<file path="config.mk">
export PLATFORM = sky130hd
export DESIGN_NAME = mips_core
export DESIGN_NICKNAME = d
export VERILOG_FILES = /design/src/hw/mips_pkg.sv /design/src/hw/instr_decoder.sv /design/src/hw/mips_core.sv /design/src/hw/pc_unit.sv
export SDC_FILE = /design/constraint.sdc
export NUM_CORES = 2
export LEC_CHECK = 0
export BUFFER_PORTS_ARGS = -buffer_cell sky130_fd_sc_hd__buf_2
export CAP_MARGIN = 15
export CORE_UTILIZATION = 63
export DETAILED_ROUTE_END_ITERATION = 8
export PLACE_DENSITY = 0.8
export REMOVE_ABC_BUFFERS = 1
export SYNTH_ARGS = -nofsm -noshare
export SYNTH_HDL_FRONTEND = slang
export SYNTH_SLANG_ARGS = --single-unit
</file>
<file path="constraint.sdc">
create_clock -name clk -period 5.01 [get_ports clk]
set_input_delay 0.2505 -clock clk [delete_from_list [all_inputs] [get_ports clk]]
set_output_delay 0.2505 -clock clk [all_outputs]
set_load 0.005 [all_outputs]
</file>
<file path="src/hw/mips_pkg.sv">
package mips_pkg;

    // first fetch address after reset, kseg1 boot rom
    localparam logic [31:0] reset_vector = 32'hBFC00000;

    // memory depths in 32-bit words
    localparam int rom_words = 4096;
    localparam int ram_words = 256;

    // preloaded data word k = data_base + k * data_step
    localparam logic [31:0] data_base = 32'h00001000;
    localparam logic [31:0] data_step = 32'h00000011;

    // primary opcode field, instr[31:26]
    // op_j only appears as the halt filler word in the rom
    typedef enum logic [5:0] {
        op_special = 6'h00,
        op_j       = 6'h02,
        op_lw      = 6'h23,
        op_sw      = 6'h2b
    } opcode_e;

    // function field of special opcode, instr[5:0]
    typedef enum logic [5:0] {
        fn_sll = 6'h00,
        fn_jr  = 6'h08
    } funct_e;

    // what the core has to do with the fetched word
    typedef enum logic [1:0] {
        cls_nop   = 2'd0,
        cls_load  = 2'd1,
        cls_store = 2'd2,
        cls_jump  = 2'd3
    } instr_class_e;

    typedef struct packed {
        instr_class_e cls;
        logic [4:0]   rs;
        logic [4:0]   rt;
        logic [31:0]  imm;
    } decoded_t;

    typedef struct packed {
        logic        read;
        logic        write;
        logic [31:0] addr;
        logic [31:0] wdata;
    } mem_req_t;

endpackage

</file>
<file path="src/hw/instr_decoder.sv">
`timescale 1ns/1ps

module instr_decoder import mips_pkg::*; (
    input  logic [31:0] instr,
    output decoded_t    dec
);

    // raw fields
    logic [5:0]  opcode;
    logic [5:0]  funct;
    logic [15:0] imm16;

    assign opcode = instr[31:26];
    assign funct  = instr[5:0];
    assign imm16  = instr[15:0];

    // register fields sit in the same spot for i-type and r-type
    assign dec.rs  = instr[25:21];
    assign dec.rt  = instr[20:16];
    assign dec.imm = {{16{imm16[15]}}, imm16};

    always_comb begin
        // anything not supported falls through as a nop
        dec.cls = cls_nop;
        case (opcode_e'(opcode))
            op_lw: begin
                dec.cls = cls_load;
            end
            op_sw: begin
                dec.cls = cls_store;
            end
            op_special: begin
                // sll, including the all-zero nop, does nothing here
                case (funct_e'(funct))
                    fn_jr:   dec.cls = cls_jump;
                    fn_sll:  dec.cls = cls_nop;
                    default: dec.cls = cls_nop;
                endcase
            end
            default: begin
                // j and others are not executed
                dec.cls = cls_nop;
            end
        endcase
    end

endmodule

</file>
<file path="src/hw/mips_core.sv">
`timescale 1ns/1ps

module mips_core import mips_pkg::*; (
    input  logic        clk,
    input  logic        rst,
    input  logic [31:0] instr,
    output logic [31:0] pc,
    output mem_req_t    mem_req,
    input  logic [31:0] mem_rdata,
    output logic        halted
);

    decoded_t    dec;
    logic [31:0] regs [32];

    // operand values, r0 forced to zero
    logic [31:0] rs_val;
    logic [31:0] rt_val;

    // instruction may take effect only before halt
    logic        active;
    logic        jump;
    logic [31:0] eff_addr;

    instr_decoder i_decoder (
        .instr (instr),
        .dec   (dec)
    );

    pc_unit i_pc_unit (
        .clk         (clk),
        .rst         (rst),
        .jump        (jump),
        .jump_target (rs_val),
        .pc          (pc),
        .halted      (halted)
    );

    assign rs_val = (dec.rs == 5'd0) ? 32'd0 : regs[dec.rs];
    assign rt_val = (dec.rt == 5'd0) ? 32'd0 : regs[dec.rt];

    assign active   = !halted;
    assign eff_addr = rs_val + dec.imm;

    // jr hands rs to the pc unit, redirect happens after the slot
    assign jump = active && (dec.cls == cls_jump);

    // one request per cycle, at most one of read/write
    assign mem_req.read  = active && (dec.cls == cls_load);
    assign mem_req.write = active && (dec.cls == cls_store);
    assign mem_req.addr  = eff_addr;
    assign mem_req.wdata = rt_val;

    // register file, load data written back at the edge
    always_ff @(posedge clk) begin
        if (rst) begin
            for (int r = 0; r < 32; r++) begin
                regs[r] <= 32'd0;
            end
        end else if (mem_req.read && dec.rt != 5'd0) begin
            regs[dec.rt] <= mem_rdata;
        end
    end

endmodule

</file>
<file path="src/hw/pc_unit.sv">
`timescale 1ns/1ps

module pc_unit import mips_pkg::*; (
    input  logic        clk,
    input  logic        rst,
    input  logic        jump,
    input  logic [31:0] jump_target,
    output logic [31:0] pc,
    output logic        halted
);

    // jr seen last cycle, current cycle is the delay slot
    logic        pending;
    logic [31:0] target_q;

    always_ff @(posedge clk) begin
        if (rst) begin
            pc      <= reset_vector;
            halted  <= 1'b0;
            pending <= 1'b0;
        end else if (!halted) begin
            if (pending) begin
                pending <= 1'b0;
                // jump to 0 is the halt convention, pc stays on the slot
                if (target_q == 32'd0) begin
                    halted <= 1'b1;
                end else begin
                    pc <= target_q;
                end
            end else begin
                pc <= pc + 32'd4;
                if (jump) begin
                    pending <= 1'b1;
                end
            end
        end
    end

    // target only matters while pending is set
    always_ff @(posedge clk) begin
        if (jump && !pending) begin
            target_q <= jump_target;
        end
    end

endmodule

</file>
==> results_dict.tcl <==
set metrics [dict create \
    cts.root.buffer_cell "sky130_fd_sc_hd__clkbuf_16" \
    drcViolationCount 0 \
    power_per_cell_area_nw_per_um2 335 \
    cts_hold_repair.buffers 0 \
    final_period_minus_worst_setup_slack_ns 5.15 \
    timing.critical_path.arrival_ns 4.90 \
    worst-r2r-cell-count 7 \
    run_status "complete, but fails checks" \
    static-leakage-power_nw 23.8 \
    insertion_delay_ns 0.71 \
    htreeDepth 3 \
    peak_supply_drop_v 0.000330 \
    routed_via_density 7.60 \
    port_buffers 164 \
    startpoint_of_the_worst_register_to_register_path "i_pc_unit.target_q[29]" \
    grt_antenna_before_repair 24 \
    final_layout_size_suffix_gt1_share_pct 30.9 \
    busiest_layer "met2" \
    groute.layer.met3.usage_pct 17.9 \
    grt_util_all_layers_pct 43.1 \
    crit_required_ns 4.76 \
    maxSlewHeadroom_pct 7.21 \
    critPathCaptureType "output port" \
    cts_made_buffers 111 \
    synth_area_per_cell_um2 15.3 \
    globalRouteOverflowTotal 0 \
    grt_pass1_vias 39164 \
    detail_route.wl_per_cell_um 38.1 \
    setup.worst_path.start "regs[11][4]" \
    report.final.hold_viol_count 0 \
    grt_max_degree 75 \
    drt_iter0_markers 8344 \
    dp_hpwl_um 111000 \
    power_mw 22.0 \
    wl_um 199000 \
    place.gp.congestion 0.915 \
    final_common_cell "sky130_fd_sc_hd__edfxtp_1" \
    timing.hold.worst.start "rst" \
    synth_cells 3786 \
    place_worst_setup_slack_ns 0.0202 \
    yosys.area.top_type "sky130_fd_sc_hd__edfxtp_1" \
    globalRouteMet2Util_pct 61.2 \
    synth_async_sr_flop_share_pct 0 \
    initial_core_util_pct 64.1 \
    ys.flop_type "sky130_fd_sc_hd__edfxtp_1" \
    setup_viol_count_final 8 \
    maxClockFrequency_ghz 0.194 \
    failed_checks "setup timing" \
    transition_time_of_the_tightest_slew_check_pin_ns 1.39 \
    die-area_um2 93300 \
    synth.ff_latch_count 1090 \
    mostFrequentLayoutCells "sky130_fd_sc_hd__edfxtp_1 (1056), sky130_fd_sc_hd__and2_1 (994), sky130_fd_sc_hd__mux4_2 (573)" \
    crit_path_max_fanout 5 \
    nets 4043 \
    cts_clock_pin_slew_for_the_worst_setup_and_hold_paths_ns 0.06 \
    critical_path.endpoint "mem_req[62]" \
    synth_enable_flop_cells 1056 \
    period_share_pct 103 \
    grt_first_pass_wirelength_um 279000 \
    die-width_um 306 \
    cts_tree "yes" \
    ys_top_cells_by_area "sky130_fd_sc_hd__edfxtp_1 (55%), sky130_fd_sc_hd__mux4_2 (22%), sky130_fd_sc_hd__and2_1 (11%), sky130_fd_sc_hd__clkbuf_1 (2.0%), sky130_fd_sc_hd__dfxtp_1 (1.2%)" \
    maxCapViolations 0 \
    vias 39783 \
    worst_path_slowest_cell "sky130_fd_sc_hd__mux4_2" \
    core_area_um2 90600 \
    fp-row-count 110 \
    met1_usage_in_global_routing_pct 55.3 \
    clock_path_buffers 3 \
    fin_skew_ns 0.0303 \
    layout.filler_cells 5364 \
    die_h_um 306 \
    synthDominantCellAreaShare_pct 54.6 \
    start_kind "flop" \
    slew_viol_final 0 \
    criticalPathCategory "flop to output port" \
    summed_instance_area_of_the_synthesized_netlist_um2 58000 \
    r2r-end "i_pc_unit.pc[28]" \
    finalWorstSetupSlack_ns -0.136 \
    total_negative_slack_ns -0.574 \
    yosys_warnings 0 \
    ioPinCount 165 \
    crit_path_cell_trace "mux4_2 -> mux4_2 -> mux2i_4 -> buf_6 -> nor2_4 -> ha_4 -> buf_6 -> nand2_4 -> o21a_1 -> o21ai_2 -> a41o_1 -> o211ai_2 -> o311a_4 -> or3_4 -> a211oi_2 -> buf_2" \
    drt.antenna.violating_nets 0 \
    cts.sinks 1090 \
    synth-seq-area-share_pct 55.8 \
    netlist-cell-type-count 64 \
    detailedRoute.firstPassIterationCount 6 \
    worst-r2r-setup-slack_ns 1.74 \
    grt_setup_unrepaired "true" \
    min-delay-path-class "input port to flop" \
    synthToLayoutAreaGrowth_pct 13.0 \
    timing.critical_path.slowest_cell_delay_ns 0.52 \
]
## per-stage QoR
step / area [um2] / util (%) / std cells / hold slack (ns)
detailed placement: 61400 / 67.8 / 4991 / 0.452
CTS: 65400 / 72.2 / 5211 / 0.0579
finish: 65600 / 72.4 / 5232 / 0.0648
global route: 65600 / 72.4 / 5224 / 0.129
global placement: 61400 / 67.8 / 4991 / 0.448
floorplan: 56600 / - / 3436 / 0.320
## worst min path at each step
stage                             endpoint  cells past startpoint
after detailed placement   i_pc_unit.pc[1]                      2
after CTS                 i_pc_unit.pc[11]                      2
after global placement     i_pc_unit.pc[1]                      2
after global routing      i_pc_unit.pc[11]                      2
after floorplan            i_pc_unit.pc[0]                      1
final                     i_pc_unit.pc[11]                      2
## layout make-up
class / instances / area (um2) / area share (%)
clock inverters: 83 / 806 / 1.23
flip-flops and latches: 1090 / 32400 / 49.4
repair buffers: 395 / 3180 / 4.84
inverters: 11 / 41.3 / 0.0630
diodes: 14 / 35.0 / 0.0534
well taps: 1176 / 1470 / 2.24
multi-input cells: 2335 / 24700 / 37.7
clock buffers: 128 / 2950 / 4.50
## metal layers
metal | up-vias | part of all wire (%)
li1 | 15065 | -
met1 | 19408 | 31
met2 | 4321 | 43
met3 | 972 | 19
met4 | 17 | 7.3
met5 | - | 0.086
## flip-flops by register name, indices dropped and copies added (netlist names)
| signal | count |
|---|---|
| i_pc_unit.halted | 1 |
| i_pc_unit.pending | 1 |
| regs | 1024 |
| i_pc_unit.pc | 32 |
| i_pc_unit.target_q | 32 |
## where the power goes
group | switching [mW] | internal, mW
clock | 3.63 | 5.02
sequential | 0.164 | 10.3
combinational | 1.64 | 1.25
total | 5.44 | 16.5
## critical path: cells and delay by family, from the launching register on
family | cells | cell delay, ns
DFF | 1 | 0.41
and+or+nand+nor | 3 | 0.45
muxes | 3 | 1.22
AOI/OAI and AO/OA | 6 | 1.34
adders and majority gates | 1 | 0.30
buffers and inverters | 3 | 0.46
## cell usage after synthesis (all sizes together), types with 4 or more instances
master  count
edfxtp   1056
and2      996
mux4      573
clkbuf    302
nor2      118
buf        79
a22oi      65
a21oi      53
nand2      53
a221oi     49
mux2i      39
or2        37
a31oi      36
a22o       34
dfxtp      34
ha         32
o21ai      24
xnor2      20
nor3       17
or3        16
nand3      15
a21o       12
inv        11
nor4       11
xor2       10
o21bai      8
a211oi      7
and3        7
nand4       7
o211ai      7
o22ai       7
and4        5
nor2b       5
o21a        5
a41oi       4
nand3b      4
or4         4
## repair_timing
action / CTS / global route
setup buffers: 9 / 8
setup endpoints to repair: 12 / 11
gates resized for setup: 32 / 17
pin swaps: 23 / 20
## logic make-up after synthesis
logic type                 count (synthesis)  share of synthesized area [%]
AOI/OAI and AO/OA                        326                           4.09
other                                      1                        0.00646
adders and majority gates                 33                          0.724
xor gates and xnor gates                  30                          0.453
DFF                                     1090                           55.8
muxes                                    613                           22.9
and+or+nand+nor                         1301                           13.3
buffers and inverters                    392                           2.69
No activity file was read; power rests on OpenSTA's default activity.
